File: config.mk
export PLATFORM = sky130hd
export DESIGN_NAME = lsu_bus
export DESIGN_NICKNAME = d
export VERILOG_FILES = /design/src/hdl/lsu_pkg.sv /design/src/hdl/lsu_bus.sv
export SDC_FILE = /design/constraint.sdc
export NUM_CORES = 1
export LEC_CHECK = 0
export ABC_AREA = 1
export BUFFER_PORTS_ARGS = -buffer_cell sky130_fd_sc_hd__buf_4
export CAP_MARGIN = 25
export CORE_AREA = 5 5 115 138
export DETAILED_ROUTE_END_ITERATION = 10
export DIE_AREA = 0 0 120 143
export PLACE_DENSITY = 0.84
export SLEW_MARGIN = 20
export SYNTH_ARGS = -nofsm -noshare
export SYNTH_HDL_FRONTEND = slang
export SYNTH_SLANG_ARGS = --single-unit
File: constraint.sdc
create_clock -name clk -period 3.3 [get_ports clk]
set_input_delay 0.495 -clock clk [delete_from_list [all_inputs] [get_ports clk]]
set_output_delay 0.495 -clock clk [all_outputs]
set_load 0.05 [all_outputs]
File: src/hdl/lsu_pkg.sv
`default_nettype none

package lsu_pkg;

  localparam int XLEN = 32;
  localparam int LANES = XLEN / 8;  // byte lanes per word.

  // ####################################################################
  // operations accepted from the pipeline.
  // ####################################################################
  typedef enum logic [3:0] {
    OP_NONE   = 4'h0,
    OP_JAL    = 4'h1,
    OP_JALR   = 4'h2,
    OP_BRANCH = 4'h3,
    OP_AUIPC  = 4'h4,
    OP_LB     = 4'h5,
    OP_LBU    = 4'h6,
    OP_LH     = 4'h7,
    OP_LHU    = 4'h8,
    OP_LW     = 4'h9,
    OP_SB     = 4'hA,
    OP_SH     = 4'hB,
    OP_SW     = 4'hC
  } lsu_op_e;

  // RISC-V mcause codes for the misalign faults this slice can raise.
  typedef enum logic [3:0] {
    INSTR_ADDR_MISALIGN = 4'd0,
    LOAD_ADDR_MISALIGN  = 4'd4,
    STORE_ADDR_MISALIGN = 4'd6
  } ecause_e;

  // shares code 0 with the instruction misalign, the exception flag tells them apart.
  localparam ecause_e ECAUSE_NONE = INSTR_ADDR_MISALIGN;

  // trap register read port.
  localparam logic [1:0] CSR_CAUSE = 2'd0;
  localparam logic [1:0] CSR_TVAL  = 2'd1;
  localparam logic [1:0] CSR_COUNT = 2'd2;

endpackage

`default_nettype wire

File: src/hdl/lsu_bus.sv
`default_nettype none
`timescale 1ns/10ps

module lsu_bus (
  input  wire                        clk,
  input  wire                        rst,
  input  wire                        req_valid,
  input  wire lsu_pkg::lsu_op_e      req_op,
  input  wire [lsu_pkg::XLEN-1:0]    req_wdata,
  input  wire [lsu_pkg::XLEN-1:0]    address,
  input  wire [lsu_pkg::LANES-1:0]   byteenable,
  input  wire                        exception,
  input  wire lsu_pkg::ecause_e      ecause,
  input  wire [lsu_pkg::XLEN-1:0]    etval,
  output logic                       req_ready,
  output logic                       rsp_valid,
  output logic [lsu_pkg::XLEN-1:0]   rsp_data,
  output logic                       rsp_exception,
  output lsu_pkg::ecause_e           rsp_ecause,
  output logic [lsu_pkg::XLEN-1:0]   rsp_etval,
  output logic                       wb_cyc,
  output logic                       wb_stb,
  output logic                       wb_we,
  output logic [lsu_pkg::XLEN-3:0]   wb_adr,
  output logic [lsu_pkg::LANES-1:0]  wb_sel,
  output logic [lsu_pkg::XLEN-1:0]   wb_dat_w,
  input  wire [lsu_pkg::XLEN-1:0]    wb_dat_r,
  input  wire                        wb_ack,
  output logic                       trap_valid,
  output lsu_pkg::ecause_e           trap_cause,
  output logic [lsu_pkg::XLEN-1:0]   trap_value
);
  import lsu_pkg::*;

  typedef enum logic [1:0] {IDLE, BUS, RESP} state_e;

  state_e          state;
  lsu_op_e         op_q;
  logic [1:0]      lane_q;
  logic            accept;
  logic            load_op;
  logic            store_op;
  logic [XLEN-1:0] store_data;
  logic [XLEN-1:0] lane_data;
  logic [XLEN-1:0] load_data;

  assign req_ready = (state == IDLE);
  assign accept    = req_valid && req_ready;
  assign load_op   = req_op inside {OP_LB, OP_LBU, OP_LH, OP_LHU, OP_LW};
  assign store_op  = req_op inside {OP_SB, OP_SH, OP_SW};

  assign trap_valid = rsp_valid && rsp_exception;
  assign trap_cause = rsp_ecause;
  assign trap_value = rsp_etval;

  // store data is copied into every lane, the select picks the live ones.
  always_comb begin
    case (req_op)
      OP_SB:   store_data = {LANES{req_wdata[7:0]}};
      OP_SH:   store_data = {2{req_wdata[15:0]}};
      default: store_data = req_wdata;
    endcase
  end

  always_comb begin
    lane_data = wb_dat_r >> {lane_q, 3'b000};
    case (op_q)
      OP_LB:   load_data = {{(XLEN-8){lane_data[7]}}, lane_data[7:0]};
      OP_LBU:  load_data = {{(XLEN-8){1'b0}}, lane_data[7:0]};
      OP_LH:   load_data = {{(XLEN-16){lane_data[15]}}, lane_data[15:0]};
      OP_LHU:  load_data = {{(XLEN-16){1'b0}}, lane_data[15:0]};
      OP_LW:   load_data = wb_dat_r;
      default: load_data = '0;  // stores return zero.
    endcase
  end

  // ####################################################################
  // request, bus cycle and response sequencing.
  // ####################################################################
  always_ff @(posedge clk) begin
    if (rst) begin
      state         <= IDLE;
      rsp_valid     <= 1'b0;
      rsp_exception <= 1'b0;
      wb_cyc        <= 1'b0;
      wb_stb        <= 1'b0;
      wb_we         <= 1'b0;
    end else begin
      rsp_valid <= 1'b0;
      case (state)
        IDLE: begin
          if (accept) begin
            rsp_exception <= exception;
            if ((load_op || store_op) && !exception) begin
              wb_cyc <= 1'b1;
              wb_stb <= 1'b1;
              wb_we  <= store_op;
              state  <= BUS;
            end else begin
              rsp_valid <= 1'b1;
              state     <= RESP;
            end
          end
        end
        BUS: begin
          if (wb_ack) begin
            wb_cyc    <= 1'b0;
            wb_stb    <= 1'b0;
            wb_we     <= 1'b0;
            rsp_valid <= 1'b1;
            state     <= RESP;
          end
        end
        default: state <= IDLE;  // one cycle of rest after the response.
      endcase
    end
  end

  always_ff @(posedge clk) begin
    if (accept) begin
      op_q       <= req_op;
      lane_q     <= address[1:0];
      wb_adr     <= address[XLEN-1:2];
      wb_sel     <= byteenable;
      wb_dat_w   <= store_data;
      rsp_ecause <= ecause;
      rsp_etval  <= etval;
      rsp_data   <= (exception || load_op || store_op) ? '0 : address;
    end else if (state == BUS && wb_ack) begin
      rsp_data <= load_data;
    end
  end

  a_stb_in_cyc: assert property (@(posedge clk) disable iff (rst) wb_stb |-> wb_cyc)
    else $error("strobe outside of a bus cycle.");

  a_stb_stable: assert property (@(posedge clk) disable iff (rst)
    wb_stb && !wb_ack |=> wb_stb && $stable(wb_adr) && $stable(wb_sel)
                          && $stable(wb_dat_w) && $stable(wb_we))
    else $error("bus request changed before ack.");

  a_rsp_pulse: assert property (@(posedge clk) disable iff (rst) rsp_valid |=> !rsp_valid)
    else $error("response held for two cycles.");

endmodule

`default_nettype wire

==> impl_summary.txt <==
----------------------------------------------------
[Status]
  Status ... finished clean

[Yosys]
  Synthesized area ... 0.00644 mm^2
  Nets in the synthesized netlist ... between 700 and 800
  Sequential area share after synthesis ... 67.1%
  Count of mapped cells out of synthesis ... 589
  Mean cell area of the mapped netlist ... 10.9 um^2
  Synthesis warning total ... 0
  Number of distinct library cell variants in the gate-level netlist after synthesis ... 27
  Number of synthesized register bits ... about 150

[CTS]
  Clock-pin slew of the registers on the worst-case setup and hold paths ... 60 ps
  CTS Buf Count ... 17
  Post-CTS setup buffer count ... 0
  Clock Sink Count ... roughly 150
  Later-pin clock latency in the skew report ... between 400 and 500 ps
  # resized after CTS ... 0
  # hold bufs at CTS ... 0
  Clock tree from TritonCTS ... built
  H-tree levels ... 4
  Number of buffers on the longest clock path ... 2
  CTS Root Buffer Type ... sky130_fd_sc_hd__clkbuf_16

[STA]
  Setup violators final ... 0
  RSZ-0062 raised after global routing ... no
  Fin Hold WS ... approximately 250 ps
  Final hold viol count ... 0
  Transition at the pin with the smallest max-transition slack ... 578 ps
  Worst slew margin relative to its limit ... between 60% and 70%
  Summed negative setup slack over all endpoints ... 0 ps
  Period utilisation layout ... a little under three quarters
  Post-route minimum period ... 2360 ps
  Final Slew Violations ... 0
  Worst Skew ... ~8.7 ps
  Maximum frequency from static timing analysis ... about 420 MHz

[GRT]
  Via count of the first global-routing pass ... ~5000
  Wire length of the first global-routing pass ... about 28 mm
  Global routing usage summed across all routing layers ... between 20% and 30%
  Number of antenna violations at the first check in global routing ... 1
  GRT overflow ... 0
  Largest net degree at the start of global routing ... 70

[Finish]
  Leading cell types in the layout, fill and taps excluded ... sky130_fd_sc_hd__buf_4, sky130_fd_sc_hd__nand2_1, sky130_fd_sc_hd__edfxtp_1
  Number of nets in the final layout ... about 1000
  Most frequent standard cell in the layout excluding fill and tap cells ... sky130_fd_sc_hd__buf_4
  Total area of multi-input combinational cells ... around 0.0015 mm^2
  P&R area growth vs syn ... 42.5%
  Fraction of layout cells with a size suffix above 1 ... around two fifths
  Fill cell total of the finished layout ... around 1100
  FF/Latch Area ... 0.00432 mm^2
  Antenna fix cells ... 0

[Placement]
  Routability congestion estimate ... 0.873
  Hpwl dp ... ~15 mm
  Number of buffer cells added on primary ports ... ~320

[Worst hold path]
  Hold-critical path depth ... 1
  Class of the worst hold path ... input port to flop
  Beginning of the worst hold path ... etval[28]

[Pwr]
  Total design power ... a little over 5000 uW
  Power density cells ... roughly 560 mW/mm^2
  Worst vdd ir ... 0.000297 V
  Leakage Power ... around 0.0042 uW

[Setup path]
  Worst Setup SP ... lane_q[1]
  Required time of the critical path ... between 3000 and 4000 ps
  Crit Path Category ... flop to flop
  Largest fanout on the critical path ... 22
  Crit end category ... flop
  Data arrival at the endpoint of the critical path ... around 2600 ps
  Startpoint Class ... flop
  Register-to-Register Path Depth ... 7
  Launch point of the worst reg-to-reg path ... lane_q[1]

[Drt]
  Number of vias per cell ... 5.03
  Average wire per standard cell ... around 18 um
  Pre-Repair DR Iteration Count ... 6
  Total detailed-routing wirelength ... around 19 mm
  Vias ... around 5300
  Post-detailed-route DRC marker count ... 0
  Number of nets with antenna violations after detailed routing ... 0
  DRC marker count from the first detailed-route iteration ... around 420

[Floorplan]
  Core area ... roughly 0.014 mm^2
  Die footprint ... between 0.015 and 0.02 mm^2
  Die H ... 143 um
  Total I/O pin count ... 322
  Chip width ... ~120 um
  Initial Utilization ... roughly 45%
  Row cnt ... 48

[Flow run]
  # Max-Cap Violations ... 0

----------------------------------------------------
==> cell families (layout without fill, tap and decap cells) <==
group / count (synthesis) / count (layout) / share of synthesized area (%)
and+or+nand+nor: 258 / 258 / 16.5
AOI/OAI and AO/OA: 80 / 80 / 6.74
DFF: 146 / 146 / 67.1
buffers and inverters: 105 / 402 / 9.60
==> metal layers <==
| metal | vias to the layer above | wire (um) | share of wire, % | global-route usage (%) |
|---|---|---|---|---|
| met3 | 39 | 2050 | 11 | 8.48 |
| met4 | 2 | 488 | 2.5 | 8.08 |
| met1 | 2481 | 6620 | 34 | 23.8 |
| li1 | 2527 | - | - | - |
| met2 | 291 | 10300 | 53 | 38.9 |
| met5 | - | 13 | 0.067 | 0 |
==> cells in the mapped netlist <==
cell / number / area [um^2]
sky130_fd_sc_hd__nand2_1: 171 / 642
sky130_fd_sc_hd__o21ai_0: 53 / 265
sky130_fd_sc_hd__o22ai_2: 2 / 25.0
sky130_fd_sc_hd__o22ai_1: 6 / 37.5
sky130_fd_sc_hd__o21ai_2: 1 / 8.76
sky130_fd_sc_hd__nor3_4: 1 / 16.3
sky130_fd_sc_hd__nor2_2: 1 / 6.26
sky130_fd_sc_hd__buf_2: 8 / 40.0
sky130_fd_sc_hd__nor2_4: 1 / 11.3
sky130_fd_sc_hd__nor3_1: 3 / 15.0
sky130_fd_sc_hd__edfxtp_1: 140 / 4200
sky130_fd_sc_hd__nand2_2: 4 / 25.0
sky130_fd_sc_hd__o21bai_1: 1 / 7.51
sky130_fd_sc_hd__nand3_1: 36 / 180
sky130_fd_sc_hd__o211ai_1: 1 / 7.51
sky130_fd_sc_hd__a21boi_0: 1 / 7.51
sky130_fd_sc_hd__clkbuf_1: 1 / 3.75
sky130_fd_sc_hd__nand3_2: 1 / 10.0
sky130_fd_sc_hd__nor2_1: 39 / 146
sky130_fd_sc_hd__o21ai_1: 3 / 15.0
sky130_fd_sc_hd__nand2_4: 1 / 11.3
sky130_fd_sc_hd__a21oi_1: 12 / 60.1
sky130_fd_sc_hd__dfxtp_1: 6 / 120
sky130_fd_sc_hd__inv_1: 40 / 150
sky130_fd_sc_hd__inv_2: 5 / 18.8
sky130_fd_sc_hd__buf_4: 45 / 338
sky130_fd_sc_hd__buf_6: 6 / 67.6
==> through the flow <==
stage,utilization (%),area [um^2],setup slack (ps),instances
floorplan,-,6440,467,589
global placement,60.5,8680,1150,1031
detailed placement,60.5,8680,1090,1031
CTS,64.0,9180,1010,1061
global route,64.0,9180,753,1061
finish,64.0,9180,941,1061
==> flip-flops by register name (all words and copies together), names as in the netlist <==
name and cells:
wb_adr 30, rsp_ecause 4, state 2, rsp_data 32, rsp_exception 1, lane_q 2
wb_sel 4, rsp_valid 1, wb_stb 1, op_q 4, wb_we 1, wb_dat_w 32
rsp_etval 32
==> critical path, stage by stage (launching register included) <==
cell and delay, ps:
sky130_fd_sc_hd__edfxtp_1 560, sky130_fd_sc_hd__inv_1 500, sky130_fd_sc_hd__o21ai_0 180, sky130_fd_sc_hd__o21ai_1 180
sky130_fd_sc_hd__nand2_1 380, sky130_fd_sc_hd__nand3_1 240, sky130_fd_sc_hd__nand2_1 70, sky130_fd_sc_hd__nand2_1 100
==> final cells by class <==
class / count / area share (%)
Clock buffer: 18 / 4.67
Clock inverter: 12 / 0.777
Inverter: 45 / 1.87
Multi-Input combinational cell: 338 / 16.3
Sequential cell: 146 / 47.1
Tap cell: 175 / 2.39
Timing Repair Buffer: 327 / 26.9
==> power breakdown <==
group	internal (uW)	switching [uW]	total [uW]
Sequential	2210	53.6	2270
Combinational	373	885	1260
Clock	937	707	1640
==> path summary, 6_finish.rpt <==
| kind | to | slack [ps] |
|---|---|---|
| max | rsp_data[17] | 940 |
| min | rsp_etval[28] | 250 |
| max reg2reg | rsp_data[17] | 940 |
| min reg2reg | wb_we | 490 |
Note: power is estimated with default switching activity, not from simulation.
