$ cat src/hdl/lsu_pkg.sv
`default_nettype none

package lsu_pkg;

  localparam int XLEN = 32;
  localparam int LANES = XLEN / 8;  // byte lanes per word.

  // ####################################################################
  // operations accepted from the pipeline.
  // ####################################################################
  typedef enum logic [3:0] {
    OP_NONE   = 4'h0,
    OP_JAL    = 4'h1,
    OP_JALR   = 4'h2,
    OP_BRANCH = 4'h3,
    OP_AUIPC  = 4'h4,
    OP_LB     = 4'h5,
    OP_LBU    = 4'h6,
    OP_LH     = 4'h7,
    OP_LHU    = 4'h8,
    OP_LW     = 4'h9,
    OP_SB     = 4'hA,
    OP_SH     = 4'hB,
    OP_SW     = 4'hC
  } lsu_op_e;

  // RISC-V mcause codes for the misalign faults this slice can raise.
  typedef enum logic [3:0] {
    INSTR_ADDR_MISALIGN = 4'd0,
    LOAD_ADDR_MISALIGN  = 4'd4,
    STORE_ADDR_MISALIGN = 4'd6
  } ecause_e;

  // shares code 0 with the instruction misalign, the exception flag tells them apart.
  localparam ecause_e ECAUSE_NONE = INSTR_ADDR_MISALIGN;

  // trap register read port.
  localparam logic [1:0] CSR_CAUSE = 2'd0;
  localparam logic [1:0] CSR_TVAL  = 2'd1;
  localparam logic [1:0] CSR_COUNT = 2'd2;

endpackage

`default_nettype wire

$ cat src/hdl/trap_csr.sv
`default_nettype none
`timescale 1ns/10ps

module trap_csr (
  input  wire                       clk,
  input  wire                       rst,
  input  wire                       trap_valid,
  input  wire lsu_pkg::ecause_e     trap_cause,
  input  wire [lsu_pkg::XLEN-1:0]   trap_value,
  input  wire [1:0]                 csr_addr,
  output logic [lsu_pkg::XLEN-1:0]  csr_rdata
);
  import lsu_pkg::*;

  ecause_e         cause_q;
  logic [XLEN-1:0] tval_q;
  logic [XLEN-1:0] count_q;

  always_ff @(posedge clk) begin
    if (rst) begin
      cause_q <= ECAUSE_NONE;
      tval_q  <= '0;
      count_q <= '0;
    end else if (trap_valid) begin
      cause_q <= trap_cause;
      tval_q  <= trap_value;
      if (count_q != '1) begin
        count_q <= count_q + 1'b1;  // sticks at all ones.
      end
    end
  end

  always_comb begin
    case (csr_addr)
      CSR_CAUSE: csr_rdata = {{(XLEN-4){1'b0}}, cause_q};
      CSR_TVAL:  csr_rdata = tval_q;
      CSR_COUNT: csr_rdata = count_q;
      default:   csr_rdata = '0;
    endcase
  end

  a_count_monotonic: assert property (@(posedge clk) disable iff (rst)
    !$past(rst) |-> count_q >= $past(count_q))
    else $error("exception count went down.");

endmodule

`default_nettype wire

$ cat config.mk
export PLATFORM = sky130hd
export DESIGN_NAME = trap_csr
export DESIGN_NICKNAME = d
export VERILOG_FILES = /design/src/hdl/lsu_pkg.sv /design/src/hdl/trap_csr.sv
export SDC_FILE = /design/constraint.sdc
export NUM_CORES = 1
export LEC_CHECK = 0
export ABC_AREA = 1
export BUFFER_PORTS_ARGS = -buffer_cell sky130_fd_sc_hd__buf_2
export CORE_UTILIZATION = 59
export CTS_CLUSTER_SIZE = 14
export DETAILED_ROUTE_END_ITERATION = 8
export PLACE_DENSITY = 0.85
export SLEW_MARGIN = 10
export SYNTH_ARGS = -nofsm -noshare
export SYNTH_HDL_FRONTEND = slang
export SYNTH_SLANG_ARGS = --single-unit
$ cat constraint.sdc
create_clock -name clk -period 4.98 [get_ports clk]
set_clock_uncertainty 0.15 [all_clocks]
set_input_delay 0.249 -clock clk [delete_from_list [all_inputs] [get_ports clk]]
set_output_delay 0.249 -clock clk [all_outputs]
set_load 0.02 [all_outputs]
==> results of run 1 <==
## layout make-up
cell class              count  area [µm²]
clock buffers               9       123.9
clock inverters             7       76.32
fillers                   513        1560
inverters                  57       214.0
multi-input cells         389        1784
flip-flops and latches     68        1361
well taps                  72       90.09
repair buffers             76       397.9
## worst min-delay path by stage
| stage | startpoint | depth (start not counted) | end | slack, ns |
|---|---|---|---|---|
| after global routing | trap_cause[3] | 3 | cause_q[3] | 0.02 |
| after global placement | tval_q[9] | 2 | tval_q[9] | 0.29 |
| after floorplan | rst | 1 | count_q[0] | 0.17 |
| final | trap_cause[3] | 3 | cause_q[3] | 0.009 |
| after CTS | trap_cause[1] | 3 | cause_q[1] | 0.003 |
| after detailed placement | tval_q[15] | 2 | tval_q[15] | 0.29 |
## layer usage
| metal | vias up | part of all wire (%) |
|---|---|---|
| li1 | 1902 | - |
| met3 | 21 | 7.3 |
| met2 | 176 | 44 |
| met4 | 0 | 2.2 |
| met1 | 1724 | 46 |
| met5 | - | 0 |
## cell families after synthesis
kind of cell / Yosys count / synth area share [%]
AOI/OAI and AO/OA: 134 / 19.84
xor gates and xnor gates: 1 / 0.2508
adders and majority gates: 1 / 0.3581
buffers and inverters: 88 / 9.957
DFF: 68 / 38.97
and+or+nand+nor: 253 / 30.62
## synth_stat cells, types with 3 or more instances
cell type,n
nand2_1,87
nor2_1,85
dfxtp_1,68
nand3_1,67
o21ai_0,65
a21oi_1,60
inv_1,56
clkbuf_1,27
nand4_1,6
o211ai_1,3
## where the power goes
part	internal [mW]	total, mW	switching (mW)
logic	0.0385	0.113	0.0742
registers	0.565	0.572	0.00697
clock network	0.234	0.460	0.226
## state kept, by name, indices dropped and copies added, names as in the netlist
register / count
tval_q: 32
count_q: 32
cause_q: 4
## through the flow
stage,power [mW],setup WS (ns),instance area (µm²),std cells
2_1_floorplan,0.6552,3.203,3493,545
3_3_place_gp,0.6881,2.451,3817,659
3_5_place_dp,0.6929,2.256,3817,659
4_1_cts,1.149,2.229,4048,678
5_1_grt,1.188,1.908,4048,678
6_report,1.145,2.184,4048,678
## worst max-delay path, stage by stage, from the launching register on
cell and delay, ns:
dfxtp_1 0.40, ha_1 0.23, inv_1 0.06, nor2_1 0.20
nand2_1 0.10, nor2_2 0.12, nand3_2 0.83, nand2_1 0.39
nand2_1 0.08, a21oi_1 0.15
## timing repair
| action | CTS | global route |
|---|---|---|
| endpoints found under the hold margin | 5 | 0 |
| hold buffers | 3 | 0 |
| setup endpoints to repair | 0 | 0 |
==> metrics.cfg, run 1 <==
[outcome]
outcome = completed

[critical_path]
critPathLaunchType = register
path_class = reg -> reg
worstRegToRegCells = 9
critPathCaptureType = register
crit_end = count_q[1]
worstReg2RegEnd = count_q[1]
arrival_ns = 2.91
crit_path_start = count_q[1]
r2r_start = count_q[1]
reg2reg_slack_ns = 2.18
cp_max_fo = 59
cp.required_ns = 5.10

[timing]
setup_violations = 0
period_minus_slack_ns = 2.796
drv_slew = 0
post-route-period-util_pct = 56.15
tightest_slew_ns = 1.107
rsz0062_at_grt = no
fin_setup_tns_ns = 0
fin_worst_hold_slack_ns = 0.009226
relSlewSlack_pct = 26.12
fmax_mhz = 357.6
hold_viol = 0

[route]
ant_nets = 0
drtIter0Drc = 279
drc = 0
vias = 3823
wl_per_cell_um = 13.89
dr.pass1.iters = 5
routed_wl_um = 9419
vias_per_cell = 5.639

[yosys]
ys_async_sr_fraction_pct = 0
synth_fp_nets = 587
ys_ff_latch = 68
synth_top_cell_by_area = dfxtp_1
synth_cells = 545
synth.yosys.seq_area_share_pct = 38.97
synthFlopType = dfxtp_1
synthDistinctLibCells = 24
syn-cell-area_mm2 = 0.003493
yosysWarnings = 0
synth_edf_count = 0
synth_top_cell_area_share_pct = 38.97
avgSynthCellArea_um2 = 6.410
ys_top_cells_by_area = dfxtp_1 39%, nand3_1 9.6%, nand2_1 9.3%

[grt]
grt_usage_pct = 32.45
grt.met2_usage_pct = 50.26
grt_max_degree = 71
use_met3_pct = 7.586
grt_pass1_vias = 3459
grt_overflow = 0
busiest_layer = met2
grtUsageMet1_pct = 44.38
antenna_found_initial = 0
grt_pass1_wl_um = 15900

[placed_design]
gp_congestion = 0.8881
portBuffers = 72
dp_hpwl_um = 6589

[cells_and_area]
fin_util_pct = 72.18
syn_to_final_growth_pct = 15.87
n_antenna_cell = 0
final_nets = 643
layout_common_cells = 87 x nand2_1, 85 x nor2_1, 72 x buf_2, 68 x dfxtp_1, 67 x nand3_1
layout-drive-gt1-share_pct = 15.84
mostFrequentLayoutCell = nand2_1

[clock_tree]
post_cts_buffers = 0
numClockSinks = 68
cts_buffers = 9
cts_tree = built
cts_buffer_depth = 2
clk_pin_slew_ns = 0.07
clk_latency_ns = 0.34
htree_levels = 3
cts_resized = 0
cts_root_buf = clkbuf_8

[die]
start_util_pct = 62.29
io_pins = 73
dieArea_mm2 = 0.006232
die_h_um = 78.95
rows = 27
core_mm2 = 0.005608
dieWidth_um = 78.95

[flow_run]
drv_cap = 0

[hold_path]
hold_path_class = in -> reg

[power_and_ir_drop]
irDropWorstVdd_mv = 0.3240
leakagePower_nw = 1.659
p_per_area_mw_per_mm2 = 282.8

Power figures use the tool's default switching activity.
==> run 2: changes to the inputs <==
--- a/config.mk
+++ b/config.mk
@@ -5,12 +5,12 @@
 export SDC_FILE = /design/constraint.sdc
 export NUM_CORES = 1
 export LEC_CHECK = 0
-export ABC_AREA = 1
+export ABC_AREA = 0
 export BUFFER_PORTS_ARGS = -buffer_cell sky130_fd_sc_hd__buf_2
-export CORE_UTILIZATION = 59
+export CORE_UTILIZATION = 54
 export CTS_CLUSTER_SIZE = 14
 export DETAILED_ROUTE_END_ITERATION = 8
-export PLACE_DENSITY = 0.85
+export PLACE_DENSITY = 0.79
 export SLEW_MARGIN = 10
 export SYNTH_ARGS = -nofsm -noshare
 export SYNTH_HDL_FRONTEND = slang
==> constraint.sdc (replaced) <==
create_clock -name clk -period 2.8 [get_ports clk]
set_clock_uncertainty 0.15 [all_clocks]
set_input_delay 0.14 -clock clk [delete_from_list [all_inputs] [get_ports clk]]
set_output_delay 0.14 -clock clk [all_outputs]
set_load 0.02 [all_outputs]
==> run 2 against run 1 <==
Against the previous run:
- fmax grew 12%
- flip-flop and latch count is the same
- sequential power grew 78%
- cell count shrank 19%
- largest power group unchanged
- non-clock buffer count grew 38
- via count shrank 20%
- die area grew 6.8%
- cell area grew 8.0%
- power grew 77%
- utilization grew 0.35 points
- synthesized cell count shrank 33%
==> metrics.cfg, run 2 <==
[grt]
antenna_found_initial = 0  ; unchanged
grt_overflow = 0  ; unchanged
grt_pass1_wl_um = 13020  ; was 15900 µm
grt_pass1_vias = 2916  ; was 3459
grt_max_degree = 44  ; was 71
grt_usage_pct = 25.15  ; was 32.45%

[placed_design]
dp_hpwl_um = 5229  ; was 6589 µm
placed_cells = 496  ; was 659
portBuffers = 72  ; unchanged
gp_congestion = 0.8415  ; was 0.8881
pre_cts_ws_ns = 0.3069  ; was 2.256 ns

[yosys]
yosysWarnings = 0  ; unchanged
synth_xor_area_share_pct = 4.097  ; was 0.2507%
ys_async_sr_fraction_pct = 0  ; unchanged
synth_common_cells = 68 x dfxtp_1, 62 x nor2_1, 41 x mux2i_1  ; was 87 x nand2_1, 85 x nor2_1, 68 x dfxtp_1
synth_compound_area_share_pct = 16.31  ; was 19.84%
synth_edf_count = 0  ; unchanged
synthDistinctLibCells = 52  ; was 24
synth_top_cell_by_area = dfxtp_1  ; unchanged
synth_top_family_by_area = simple AND/OR/NAND/NOR gates  ; unchanged
synthSimpleGateAreaFrac_pct = 22.38  ; was 30.62%
ys_ff_latch = 68  ; unchanged
synthAdderAreaFrac_pct = 0.3658  ; was 0.3582%
synthMuxAreaShare_pct = 13.42  ; was 0%
synth_cells = 367  ; was 545
synth_fp_nets = 409  ; was 587
synth.yosys.seq_area_share_pct = 39.80  ; was 38.97%
synth_top_cell_area_share_pct = 39.80  ; was 38.97%
ys_top_cells_by_area = dfxtp_1 40%, mux2i_1 12%, a22o_1 6.9%  ; was dfxtp_1 39%, nand3_1 9.6%, nand2_1 9.3%
synth.most_common_cell = dfxtp_1  ; was nand2_1
synthFlopType = dfxtp_1  ; unchanged
avgSynthCellArea_um2 = 9.321  ; was 6.410 µm²
syn-cell-area_mm2 = 0.003421  ; was 0.003493 mm²

[power_and_ir_drop]
switching_share_pct = 23.04  ; was 26.88%
comb_power_share_pct = 11.0  ; was 9.9%
pwr-share-seq_pct = 50.2  ; was 50.0%
irDropWorstVdd_mv = 0.3399  ; was 0.3240 mV
p_switching_mw = 0.4680  ; was 0.3077 mW
p_per_area_mw_per_mm2 = 464.7  ; was 282.8 mW/mm²
clkPwrFrac_pct = 38.8  ; was 40.2%
leakagePower_nw = 1.912  ; was 1.659 nW
p_int_mw = 1.563  ; was 0.8369 mW

[cells_and_area]
instances_no_fill = 546  ; was 678
mostFrequentLayoutCell = buf_2  ; was nand2_1
reg.largest.list = count_q x32, tval_q x32, cause_q x4  ; unchanged
final_nets = 510  ; was 643
syn_to_final_growth_pct = 27.76  ; was 15.87%
layout-drive-gt1-share_pct = 24.84  ; was 15.84%
layout_common_cells = 72 x buf_2, 68 x dfxtp_1, 62 x nor2_1, 41 x mux2i_1, 36 x dlygate4sd3_1  ; was 87 x nand2_1, 85 x nor2_1, 72 x buf_2, 68 x dfxtp_1, 67 x nand3_1
n_antenna_cell = 0  ; unchanged

[die]
die_h_um = 81.59  ; was 78.95 µm
io_pins = 73  ; unchanged
dieWidth_um = 81.59  ; was 78.95 µm
start_util_pct = 56.77  ; was 62.29%
core_mm2 = 0.006026  ; was 0.005608 mm²
dieArea_mm2 = 0.006657  ; was 0.006232 mm²
rows = 28  ; was 27

[timing]
fin_ws_ns = 0.2931  ; was 2.184 ns
drv_slew = 0  ; unchanged
tightest_slew_ns = 0.8224  ; was 1.107 ns
period_minus_slack_ns = 2.507  ; was 2.796 ns
setup_violations = 0  ; unchanged
fin_setup_tns_ns = 0  ; unchanged
rsz0062_at_grt = no  ; unchanged
fin_worst_hold_slack_ns = 0.03402  ; was 0.009226 ns
hold_viol = 0  ; unchanged
post-route-period-util_pct = 89.53  ; was 56.15%
fmax_mhz = 398.9  ; was 357.6 MHz
relSlewSlack_pct = 45.18  ; was 26.12%

[clock_tree]
cts_buffer_depth = 2  ; unchanged
cts_root_buf = clkbuf_8  ; unchanged
htree_levels = 3  ; unchanged
cts_resized = 0  ; unchanged
cts_buffers = 9  ; unchanged
clk_pin_slew_ns = 0.07  ; about the same
clk_latency_ns = 0.33  ; was 0.34 ns
numClockSinks = 68  ; unchanged
cts_tree = built  ; unchanged

[flow_run]
drv_cap = 0  ; unchanged

[hold_path]
hold_path_class = in -> reg  ; unchanged

[route]
dr.pass1.iters = 4  ; was 5
ant_nets = 0  ; unchanged
drc = 0  ; unchanged
wl_per_cell_um = 14.54  ; was 13.89 µm
drtIter0Drc = 134  ; was 279
vias = 3063  ; was 3823
routed_wl_um = 7939  ; was 9419 µm
vias_per_cell = 5.610  ; was 5.639

[critical_path]
path_class = reg -> reg  ; unchanged
critPathCaptureType = register  ; unchanged
critPathSlowestCell = nor4_4  ; was nand3_2
cp_max_fo = 7  ; was 59
slowest_delay_ns = 0.53  ; was 0.83 ns
cp.required_ns = 2.87  ; was 5.10 ns
arrival_ns = 2.58  ; was 2.91 ns
crit_path_cell_trace = ha_1 -> nand3_1 -> nor4_4 -> a31oi_4 -> nand4_1 -> mux2_1  ; was ha_1 -> inv_1 -> nor2_1 -> nand2_1 -> nor2_2 -> nand3_2 -> nand2_1 -> nand2_1 -> a21oi_1
critPathLaunchType = register  ; unchanged

[outcome]
outcome = completed  ; unchanged

==> run 2: cell types whose count changed in the layout (fill, tap and decap cells not counted), moves of 33 or more <==
cell and change:
nand3_1 -54, dlygate4sd3_1 +33, o21ai_0 -58, mux2i_1 +41, a21oi_1 -51, nand2_1 -73
inv_1 -51
==> run 2: kinds of logic after synthesis <==
logic type | after synthesis
flip-flops | 68
buffers and inverters | 29
XOR/XNOR | 16
AND/OR/NAND/NOR | 139
adder cells (fa/ha/maj) | 1
AO/OA/AOI/OAI | 69
multiplexers | 45
==> run 2: cell type report <==
type / instances / area (µm²)
clock buffer: 12 / 155.1
clock inverter: 2 / 35.03
fill: 464 / 1655
inverter: 5 / 18.77
multi-input combinational: 270 / 1941
sequential: 68 / 1361
tap: 75 / 93.84
timing repair buffer: 114 / 765.7
==> run 2: power by group through the flow <==
stage | Combinational, mW | Sequential (mW) | Clock, mW
final | 0.223 | 1.02 | 0.787
after global routing | 0.243 | 1.02 | 0.852
after CTS | 0.221 | 1.02 | 0.803
after detailed placement | 0.183 | 1.04 | 0
after global placement | 0.178 | 1.04 | 0
after floorplan | 0.124 | 1.04 | 0
==> run 2: path summary, 6_finish.rpt <==
| path | start | endpoint | slack, ns | cells after the start |
|---|---|---|---|---|
| worst max-delay path | count_q[0] | count_q[30] | 0.29 | 6 |
| worst min-delay path | trap_valid | cause_q[1] | 0.03 | 3 |
| worst max register to register | count_q[0] | count_q[30] | 0.29 | 6 |
| worst min register to register | cause_q[1] | cause_q[1] | 0.35 | 2 |
==> run 2: layer usage <==
metal,share of wire [%],routed length [µm],global-route usage [%],up-vias
li1,-,-,-,1537
met1,46,3657,30.76,1446
met4,1.2,98,9.649,0
met5,0,0,0,-
met3,3.8,304,4.333,10
met2,49,3879,43.83,70
==> run 2: worst max-delay path, delay by kind of cell, from the launching register on <==
kind | cells | cell delay, ns
adders and majority gates | 1 | 0.27
and+or+nand+nor | 3 | 1.00
muxes | 1 | 0.33
DFF | 1 | 0.41
AOI/OAI and AO/OA | 1 | 0.24
==> run 2: through the flow <==
step | power (mW) | util (%) | instance area [µm²]
floorplan | 1.161 | - | 3421
global placement | 1.218 | 63.39 | 3820
detailed placement | 1.225 | 63.39 | 3820
CTS | 2.045 | 72.53 | 4370
global route | 2.119 | 72.53 | 4370
finish | 2.031 | 72.53 | 4370
==> run 2: repair_timing <==
action	CTS	global route
hold buffers	36	0
buffers inserted	0	0
hold endpoints to repair	36	0
