[config.mk]
export PLATFORM = sky130hd
export DESIGN_NAME = agu
export DESIGN_NICKNAME = d
export VERILOG_FILES = /design/src/hdl/lsu_pkg.sv /design/src/hdl/agu.sv
export SDC_FILE = /design/constraint.sdc
export NUM_CORES = 1
export LEC_CHECK = 0
export ABC_AREA = 1
export CAP_MARGIN = 20
export CORE_ASPECT_RATIO = 0.6
export CORE_MARGIN = 5
export CORE_UTILIZATION = 60
export DETAILED_ROUTE_END_ITERATION = 8
export DONT_BUFFER_PORTS = 1
export GPL_TIMING_DRIVEN = 0
export PLACE_DENSITY = 0.87
export SLEW_MARGIN = 20
export SYNTH_ARGS = -nofsm -noshare
export SYNTH_HDL_FRONTEND = slang
export SYNTH_SLANG_ARGS = --single-unit
export TNS_END_PERCENT = 1
[constraint.sdc]
create_clock -name vclk -period 3.6
set_input_delay 0.18 -clock vclk [all_inputs]
set_output_delay 0.18 -clock vclk [all_outputs]
set_load 0.01 [all_outputs]
[src/hdl/lsu_pkg.sv]
`default_nettype none

package lsu_pkg;

  localparam int XLEN = 32;
  localparam int LANES = XLEN / 8;  // byte lanes per word.

  // ####################################################################
  // operations accepted from the pipeline.
  // ####################################################################
  typedef enum logic [3:0] {
    OP_NONE   = 4'h0,
    OP_JAL    = 4'h1,
    OP_JALR   = 4'h2,
    OP_BRANCH = 4'h3,
    OP_AUIPC  = 4'h4,
    OP_LB     = 4'h5,
    OP_LBU    = 4'h6,
    OP_LH     = 4'h7,
    OP_LHU    = 4'h8,
    OP_LW     = 4'h9,
    OP_SB     = 4'hA,
    OP_SH     = 4'hB,
    OP_SW     = 4'hC
  } lsu_op_e;

  // RISC-V mcause codes for the misalign faults this slice can raise.
  typedef enum logic [3:0] {
    INSTR_ADDR_MISALIGN = 4'd0,
    LOAD_ADDR_MISALIGN  = 4'd4,
    STORE_ADDR_MISALIGN = 4'd6
  } ecause_e;

  // shares code 0 with the instruction misalign, the exception flag tells them apart.
  localparam ecause_e ECAUSE_NONE = INSTR_ADDR_MISALIGN;

  // trap register read port.
  localparam logic [1:0] CSR_CAUSE = 2'd0;
  localparam logic [1:0] CSR_TVAL  = 2'd1;
  localparam logic [1:0] CSR_COUNT = 2'd2;

endpackage

`default_nettype wire

[src/hdl/agu.sv]
`default_nettype none
`timescale 1ns/10ps

module agu (
  input  wire lsu_pkg::lsu_op_e      op,
  input  wire [lsu_pkg::XLEN-1:0]    pc,
  input  wire [lsu_pkg::XLEN-1:0]    base,
  input  wire [lsu_pkg::XLEN-1:0]    imm,
  output logic [lsu_pkg::XLEN-1:0]   address,
  output logic [lsu_pkg::LANES-1:0]  byteenable,
  output logic                       exception,
  output lsu_pkg::ecause_e           ecause,
  output logic [lsu_pkg::XLEN-1:0]   etval
);
  import lsu_pkg::*;

  logic pc_rel;
  logic imem_access;
  logic load_op;
  logic store_op;
  logic byte_op;
  logic half_op;
  logic word_op;

  assign pc_rel      = op inside {OP_AUIPC, OP_JAL, OP_BRANCH};
  assign imem_access = op inside {OP_JAL, OP_JALR, OP_BRANCH};
  assign load_op     = op inside {OP_LB, OP_LBU, OP_LH, OP_LHU, OP_LW};
  assign store_op    = op inside {OP_SB, OP_SH, OP_SW};
  assign byte_op     = op inside {OP_LB, OP_LBU, OP_SB};
  assign half_op     = op inside {OP_LH, OP_LHU, OP_SH};
  assign word_op     = op inside {OP_LW, OP_SW};

  always_comb begin
    address = (pc_rel ? pc : base) + imm;
    if (op == OP_JALR) begin
      address[0] = 1'b0;  // jalr target drops the lowest bit.
    end

    byteenable = '0;
    exception  = 1'b0;
    if (imem_access || word_op) begin
      byteenable = '1;
      exception  = (address[1:0] != 2'b00);
    end else if (byte_op) begin
      byteenable = LANES'(1) << address[1:0];  // a single byte never faults.
    end else if (half_op) begin
      byteenable = address[1] ? 4'hC : 4'h3;
      exception  = address[0];
    end

    ecause = ECAUSE_NONE;
    etval  = '0;
    if (exception) begin
      etval = address;
      if (load_op) begin
        ecause = LOAD_ADDR_MISALIGN;
      end else if (store_op) begin
        ecause = STORE_ADDR_MISALIGN;
      end else begin
        ecause = INSTR_ADDR_MISALIGN;
      end
    end
  end

endmodule

`default_nettype wire

==> results.yml, run 1 <==
route:
  drt-vias-per-instance: 5.37
  finalWirelength_mm: 10.8
  first_pass_iters: 7
  routedWlPerCell_um: 15.0
  vias: 3854
  dr.first_iter.drc_count: 454
  drc: 0
  antenna_left: 0
run:
  drv_cap: 0
global_routing:
  track_usage: 0.280
  antenna_found_initial: 0
  grt_max_degree: 11
  grt_pass1_vias: 3462
  overflow: 0
  grt_pass1_wl_mm: 16.3
setup_path:
  start_kind: "primary input"
  critPathMaxFanout: 10
  cp.arrival_ps: 2980
  critPathKind: "primary input to output port"
  setup.worst_path.end_class: "output port"
  crit_required_ps: 3420
finish:
  final_nets: 786
  postLayoutCellArea_mm2: 0.00341
  num-clock-buffers: 0
  fillers: 586
  num_antenna_cells: 0
  drive_above_1_share: 0.0971
  syn_to_final_growth_pct: 2.71
  seq_cells: 0
  ff_latch_area_um2: 0
  final_common_cell: "nand2_1"
  layout.cells.most_common_list: "nand2_1 (260), inv_1 (147), nor2_1 (54), ha_1 (34), mux2_2 (31)"
hold_path:
  min_path_type: "primary input to output port"
synthesis:
  synth.top_cell.area_share: 0.294
  synth_area_leaders: "nand2_1 (29%), inv_1 (17%), ha_1 (13%)"
  synthCells: 648
  synth_area_leader_cell: "nand2_1"
  ys_warn_count: 0
  syn_area_per_cell_um2: 5.12
  syn_area_mm2: 0.00332
  yosysSeqAreaShare: 0
  ys_types: 32
placement:
  port_buffers: 0
  place_ws_ps: 478
  placed_cell_area_mm2: 0.00341
  dp_hpwl_mm: 9.46
  gp_congestion: 0.912
timing:
  rsz0062_at_grt: "false"
  hold_ws_ps: 585
  worst_slack_ps: 440
  max_freq_ghz: 0.316
  setup_viol: 0
  slew_violations: 0
  tns_ps: 0
  fin_crit_ps: 3160
  fin_crit_sh: 0.878
  hold_viol: 0
power:
  comb_power_share: 1.000
  p_int_mw: 0.258
  leakagePower_nw: 2.24
  net-switching-power_mw: 0.560
  swShare: 0.684
  power_mw: 0.818
  seqPwrFrac: 0
  pwr-share-clk: 0
  p_per_area_mw_per_mm2: 240
  ir_drop_uv: 125
clock_tree:
  cts_resized: 0
  postCtsSetupRepairBufs: 0
  hold_buffers: 0
floorplan:
  fp-row-count: 21
  die_h_um: 67.6
  initial_utilization: 0.607
  dieWidth_um: 106
  dieArea_mm2: 0.00717
  pin_count: 173
  core_region_area_mm2: 0.00547
status:
  status: "finished clean"
final timing paths:
| kind | slack, ps | start | cells past startpoint | end |
|---|---|---|---|---|
| setup / recovery | 440 | op[3] | 16 | etval[31] |
| hold / removal | 580 | op[2] | 3 | ecause[2] |
power groups by stage:
stage	logic (mW)	registers (mW)	clock network [mW]
2_1_floorplan	0.649	0	0
5_1_grt	0.910	0	0
3_3_place_gp	0.788	0	0
4_1_cts	0.809	0	0
3_5_place_dp	0.805	0	0
6_report	0.818	0	0
Yosys cell counts:
master    count
a21o_1        2
a21oi_1      20
a21oi_4       1
a22o_1        1
a31oi_1       1
and2_1        5
buf_12        1
buf_4         5
buf_6         1
conb_1        1
fa_1          1
ha_1         34
inv_1       147
inv_2         3
inv_6         1
mux2_2       31
nand2_1     260
nand2_2       2
nand2_4       1
nand3_1      24
nand3b_1     10
nand4_1       1
nor2_1       54
nor2_2       12
nor2_4        3
nor3_1        6
o21ai_0       3
o21ai_2       1
o21bai_1      2
or2_2         1
xnor2_1       7
xor2_1        6
critical path: stages:
cell and delay [ps]:
nor2_1 170, nand2_1 100, nand2_1 190, buf_4 260, mux2_2 370, ha_1 340, or2_2 340, nand3_1 100
nand2_1 120, nand2_1 90, nand2_1 110, nand2_1 190, nand2_1 90, nand2_1 70, nand2_1 60, nor2_1 210
kinds of logic (layout without fill, tap and decap cells):
group	count (synthesis)	in the layout	share of synthesized area
compound gates	31	31	0.0558
simple gates	379	379	0.476
other cells	1	2	0.00113
mux	31	31	0.105
fa+ha+maj	35	35	0.134
xor+xnor	13	13	0.0343
buf+inv	158	158	0.193
routing by layer:
| metal | global-route usage | up-vias | wire length [µm] | part of all wire |
|---|---|---|---|---|
| met5 | 0 | - | 0 | 0 |
| met4 | 0.0242 | 0 | 103 | 0.0096 |
| met3 | 0.0267 | 11 | 1180 | 0.11 |
| met2 | 0.479 | 226 | 4640 | 0.43 |
| met1 | 0.400 | 1685 | 4830 | 0.45 |
| li1 | - | 1932 | - | - |
per-stage QoR:
step	utilization	cells
2_1_floorplan	-	649
3_3_place_gp	0.624	718
3_5_place_dp	0.624	718
4_1_cts	0.624	718
5_1_grt	0.624	718
6_report	0.624	718
final cells by class:
type                            count  area (µm²)  share of cell area
Tap cell                           69        86.3              0.0253
Multi-Input combinational cell    491        2680               0.787
Inverter                          151         572               0.168
Buffer                              7        68.8              0.0202
No activity file was read; power rests on OpenSTA's default activity.
==> inputs of run 2 (changes only) <==
==> constraint.sdc (replaced) <==
create_clock -name vclk -period 3.6
set_input_delay 0.9 -clock vclk [all_inputs]
set_output_delay 0.9 -clock vclk [all_outputs]
set_load 0.01 [all_outputs]
==> run 2 against run 1 <==
Effect of this change:
- the flow now finishes with violations (negative setup slack)
- critical path depth up 1
- die area unchanged
- setup slack worse by 1100 ps
- wire length increased by 40%
- total power grew 51%
- via count increased by 19%
- first-iteration DRC count grew 22%
- non-clock buffer count is 18 higher
- highest routed layer unchanged
==> results.yml, run 2 (synthesized netlist as in run 1, its figures left out) <==
status:
  status: "complete, but fails checks"
  violations: "negative setup slack"
global_routing:
  track_usage: 0.333
  grt_max_degree: 11
  grt_pass1_vias: 3984
  grt_pass1_wl_mm: 19.1
  antenna_found_initial: 0
  overflow: 0
setup_path:
  critPathKind: "primary input to output port"
  crit_start: "op[2]"
  setup.worst_path.end_class: "output port"
  cp-endpoint: "etval[17]"
  cp.arrival_ps: 3310
  start_kind: "primary input"
  crit_required_ps: 2700
  critPathMaxFanout: 7
route:
  dr.first_iter.drc_count: 555
  antenna_left: 0
  top_layer_used: "met4"
  wl_met1_mm: 5.48
  first_pass_iters: 5
  routedWlPerCell_um: 20.4
  drt-vias-per-instance: 6.25
  met2_length_mm: 6.65
  vias: 4602
  finalWirelength_mm: 15.0
  met3WireLength_mm: 2.00
  drc: 0
placement:
  gp_congestion: 0.956
  port_buffers: 0
  dp_hpwl_mm: 9.43
finish:
  drive_above_1_share: 0.372
  ff_latch_area_um2: 0
  layout.cells.most_common_list: "nand2_1 (206), inv_1 (130), nand2_2 (46), nor2_1 (31), ha_4 (27)"
  syn_to_final_growth_pct: 41.2
  seq_cells: 0
  final_common_cell: "nand2_1"
  final_nets: 804
  fillers: 297
  num_antenna_cells: 0
  num-clock-buffers: 0
floorplan:
  dieArea_mm2: 0.00717
  core_region_area_mm2: 0.00547
  pin_count: 173
  initial_utilization: 0.607
  fp-row-count: 21
  dieWidth_um: 106
  die_h_um: 67.6
power:
  comb_power_share: 1.000
  pwr-share-clk: 0
  leakagePower_nw: 2.50
  net-switching-power_mw: 0.779
  p_int_mw: 0.456
  power_mw: 1.24
  ir_drop_uv: 152
  swShare: 0.631
  p_per_area_mw_per_mm2: 264
  seqPwrFrac: 0
timing:
  hold_ws_ps: 2040
  max_freq_ghz: 0.237
  fin_crit_ps: 4210
  fin_crit_sh: 1.17
  setup_viol: 67
  hold_viol: 0
  worst_slack_ps: -614
  slew_violations: 0
  rsz0062_at_grt: "true"
run:
  drv_cap: 0
hold_path:
  min_path_type: "primary input to output port"
clock_tree:
  hold_buffers: 0
-- run 2: cell count changes in the layout (fill, tap and decap cells not counted), moves of 17 or more --
cell | before | now
nand2_1 | 260 | 206
nand2_2 | 2 | 46
nor2_1 | 54 | 31
nor2_4 | 3 | 25
ha_4 | 0 | 27
ha_1 | 34 | 3
inv_1 | 147 | 130
-- run 2: how the worst min path moves through the flow --
| stage | startpoint | end | slack, ps | cells past startpoint |
|---|---|---|---|---|
| after global placement | op[2] | ecause[2] | 2020 | 3 |
| after CTS | imm[14] | address[14] | 2020 | 2 |
| after floorplan | op[2] | ecause[2] | 2000 | 3 |
| after global routing | op[2] | ecause[2] | 2050 | 3 |
| after detailed placement | op[2] | ecause[2] | 2030 | 3 |
| final | op[2] | ecause[2] | 2040 | 3 |
-- run 2: power groups by stage --
stage / clock [mW] / sequential, mW / combinational, mW
final: 0 / 0 / 1.24
after global routing: 0 / 0 / 1.31
after CTS: 0 / 0 / 1.07
after detailed placement: 0 / 0 / 0.881
after global placement: 0 / 0 / 0.865
after floorplan: 0 / 0 / 0.721
-- run 2: worst max-delay path, stage by stage --
cell	delay, ps
inv_8	20
nor2_4	130
nand2_4	90
nand2_8	130
buf_8	130
mux2_2	370
ha_4	250
or2_2	310
nand3_1	140
nand2_2	110
nand2_1	100
nand2_2	120
nand2_1	140
nand2_1	80
nand2_1	70
nand2_2	80
nor2_4	140
-- run 2: what timing repair did --
action / 4_1_cts / 5_1_grt
cloned: 2 / 1
buffers inserted: 10 / 5
resized for setup: 118 / 75
endpoints found under the setup margin: 68 / 67
pin swaps: 20 / 22
endpoints found under the hold margin: 0 / 0
-- run 2: stage by stage --
step | worst slack (ps) | cell area [µm²] | setup TNS, ps | utilization | cells
2_1_floorplan | -298 | 3560 | -13090 | - | 649
3_3_place_gp | -676 | 3640 | -30910 | 0.667 | 718
3_5_place_dp | -694 | 3640 | -34030 | 0.667 | 718
4_1_cts | -434 | 4330 | -20670 | 0.792 | 730
5_1_grt | -661 | 4680 | -33570 | 0.857 | 736
6_report | -614 | 4680 | -28370 | 0.857 | 736
-- run 2: final cells by class --
type | instances | area (µm²) | area share
multi-input combinational | 491 | 3700 | 0.790
inverter | 151 | 582 | 0.124
timing repair buffer | 18 | 210 | 0.0449
buffer | 7 | 105 | 0.0224
tap | 69 | 86.3 | 0.0184
-- run 2: per-layer routing --
metal | up-vias | GRT usage
li1 | 1982 | -
met1 | 2084 | 0.425
met2 | 424 | 0.575
met3 | 112 | 0.0697
met4 | 0 | 0.0953
met5 | - | 0
==> inputs of run 3 (changes only) <==
Settings changed: BUFFER_PORTS_ARGS from default to -buffer_cell sky130_fd_sc_hd__buf_4, CORE_UTILIZATION 60 to 52, DONT_BUFFER_PORTS 1 to default, PLACE_DENSITY 0.87 to 0.95.
==> run 3 against run 2 <==
Effect of this change:
- the run now fails in clock tree synthesis
- synthesized area is the same
- synthesized cell count did not move
==> results.yml, run 3 <==
status:
  status: "did not finish"
  stop_stage: "clock tree synthesis"
  error: "[ERROR DPL-0033] detailed placement checks failed during check placement."
placement:
  port_buffers: 171
  place_ws_ps: -967
  gp_congestion: 0.970
  dp_hpwl_mm: 11.4
floorplan:
  initial_utilization: 0.538
  dieWidth_um: 113
  pin_count: 173
  die_h_um: 71.9
  fp-row-count: 22
synthesis:
  syn_area_per_cell_um2: 5.12
  synth_area_leader_cell: "nand2_1"
  synthCells: 648
  synth.top_cell.area_share: 0.294
  synth_area_leaders: "nand2_1 (29%), inv_1 (17%), ha_1 (13%)"
  yosysSeqAreaShare: 0
  ys_warn_count: 0
  ys_types: 32
  synth_common_cells: "nand2_1 (260), inv_1 (147), nor2_1 (54), ha_1 (34), mux2_2 (31)"
  syn_area_mm2: 0.00332
  synth_most_common_cell: "nand2_1"
clock_tree:
  cts_resized: 204
  hold_buffers: 0
  postCtsSetupRepairBufs: 27
run 3: cells by family after synthesis:
kind of cell	after synthesis	share of synthesized area
fa+ha+maj	35	0.134
xor+xnor	13	0.0343
mux	31	0.105
other cells	1	0.00113
compound gates	31	0.0558
buf+inv	158	0.193
simple gates	379	0.476
run 3: per-stage QoR:
step / setup TNS (ps) / std cells / cell area, µm² / hold WS (ps) / utilization
2_1_floorplan: -13090 / 649 / 3560 / 2000 / -
3_3_place_gp: -45670 / 904 / 4950 / 2250 / 0.802
3_5_place_dp: -51560 / 904 / 4950 / 2270 / 0.802
==> inputs of run 4 (changes only) <==
Settings changed: CORE_ASPECT_RATIO 0.6 to default, CORE_UTILIZATION 52 to 40, PLACE_DENSITY 0.95 to default, PLACE_DENSITY_LB_ADDON from default to 0.15.
==> run 4 against run 3 <==
Effect of this change:
- the flow now finishes, with violations (negative setup slack)
==> results.yml, run 4 (synthesized netlist as in run 1, its figures left out) <==
setup_path:
  critPathMaxFanout: 6
  cp.arrival_ps: 3320
  crit_buf_inv: 5
  crit_family: "simple AND/OR/NAND/NOR gates"
  critPathKind: "primary input to output port"
  crit_chain: "buf_12 > nor2_4 > nand2_4 > nand2_8 > buf_12 > mux2_4 > ha_4 > fa_2 > nand3_2 > nand3_2 > nand3_2 > nand3_4 > buf_12 > xnor2_4 > inv_1 > buf_4"
  crit_start: "op[3]"
  crit_required_ps: 2700
  slowest_delay_ps: 430
  cpMaxStageDelayCell: "fa_2"
  start_kind: "primary input"
  setup.worst_path.end_class: "output port"
route:
  drc: 0
  drt-vias-per-instance: 4.99
  vias: 4770
  first_pass_iters: 5
  finalWirelength_mm: 15.3
  dr.first_iter.drc_count: 203
  routedWlPerCell_um: 16.0
  antenna_left: 0
timing:
  hold_ws_ps: 2250
  fin_crit_sh: 1.17
  fin_crit_ps: 4220
  worst_slack_ps: -617
  hold_viol: 0
  setup_viol: 69
  slew_violations: 0
  rsz0062_at_grt: "true"
  max_freq_ghz: 0.237
finish:
  ff_latch_area_um2: 0
  final_nets: 988
  layout.cells.most_common_list: "buf_4 (175), nand2_1 (173), inv_1 (135), nand2_2 (69), ha_4 (33)"
  num-clock-buffers: 0
  drive_above_1_share: 0.557
  fin_cells: 956
  postLayoutCellArea_mm2: 0.00654
  syn_to_final_growth_pct: 97.2
  final_common_cell: "buf_4"
  num_antenna_cells: 0
  fin_util: 0.804
  fillers: 553
  seq_cells: 0
hold_path:
  min_path_type: "primary input to output port"
  worstHoldStart: "op[2]"
power:
  p_per_area_mw_per_mm2: 253
  leakagePower_nw: 3.58
  ir_drop_uv: 155
placement:
  gp_congestion: 0.874
  port_buffers: 171
  dp.cells: 925
  dp_hpwl_mm: 10.3
  placed_cell_area_mm2: 0.00497
  place_ws_ps: -1050
global_routing:
  overflow: 0
  grt_pass1_wl_mm: 22.5
  grt_pass1_vias: 4797
  antenna_found_initial: 0
  grt_max_degree: 11
  track_usage: 0.269
clock_tree:
  hold_buffers: 0
floorplan:
  dieWidth_um: 101
  initial_utilization: 0.408
  dieArea_mm2: 0.0102
  core_region_area_mm2: 0.00813
  fp-row-count: 33
  pin_count: 173
  die_h_um: 101
status:
  violations: "negative setup slack"
  status: "complete, but fails checks"
run:
  drv_cap: 0
==> run 4: report_power, final <==
part / total [mW] / internal (mW) / switching (mW)
registers: 0 / 0 / 0
logic: 1.66 / 0.781 / 0.876
clock network: 0 / 0 / 0
total: 1.66 / 0.781 / 0.876
==> run 4: timing repair <==
item | in CTS | in global routing
pin swaps | 69 | 53
setup endpoints to repair | 70 | 70
gates resized for setup | 205 | 84
gates cloned | 3 | 0
buffers inserted | 22 | 7
==> run 4: final cells by class <==
| type | instances | area, µm² | area share |
|---|---|---|---|
| multi-input cells | 491 | 4010 | 0.613 |
| repair buffers | 202 | 1700 | 0.260 |
| plain buffers | 7 | 115 | 0.0176 |
| well taps | 105 | 131 | 0.0201 |
| inverters | 151 | 587 | 0.0897 |
==> run 4: layer usage <==
layer  routed length, µm  vias to the layer above  part of all wire  GRT usage
li1                    -                     2340                 -          -
met1                5650                     2162              0.37      0.320
met2                7940                      233              0.52      0.509
met3                1160                       35             0.076     0.0228
met4                 508                        0             0.033     0.0746
met5                   0                        -                 0          0
==> run 4: worst min-delay path: stages <==
cell     delay [ps]
buf_12          100
nor2_2           60
nand2_1          60
a31oi_1          90
buf_4           140
==> run 4: stage by stage <==
step / total power [mW] / TNS [ps]
after floorplan: 0.721 / -13090
after global placement: 1.17 / -50250
after global routing: 1.78 / -40400
final: 1.66 / -34510
after CTS: 1.48 / -31070
after detailed placement: 1.19 / -54130
==> run 4: worst paths after layout <==
path                 endpoint  slack (ps)  cells past startpoint
hold / removal      ecause[2]        2250                      5
setup / recovery  address[12]        -620                     16
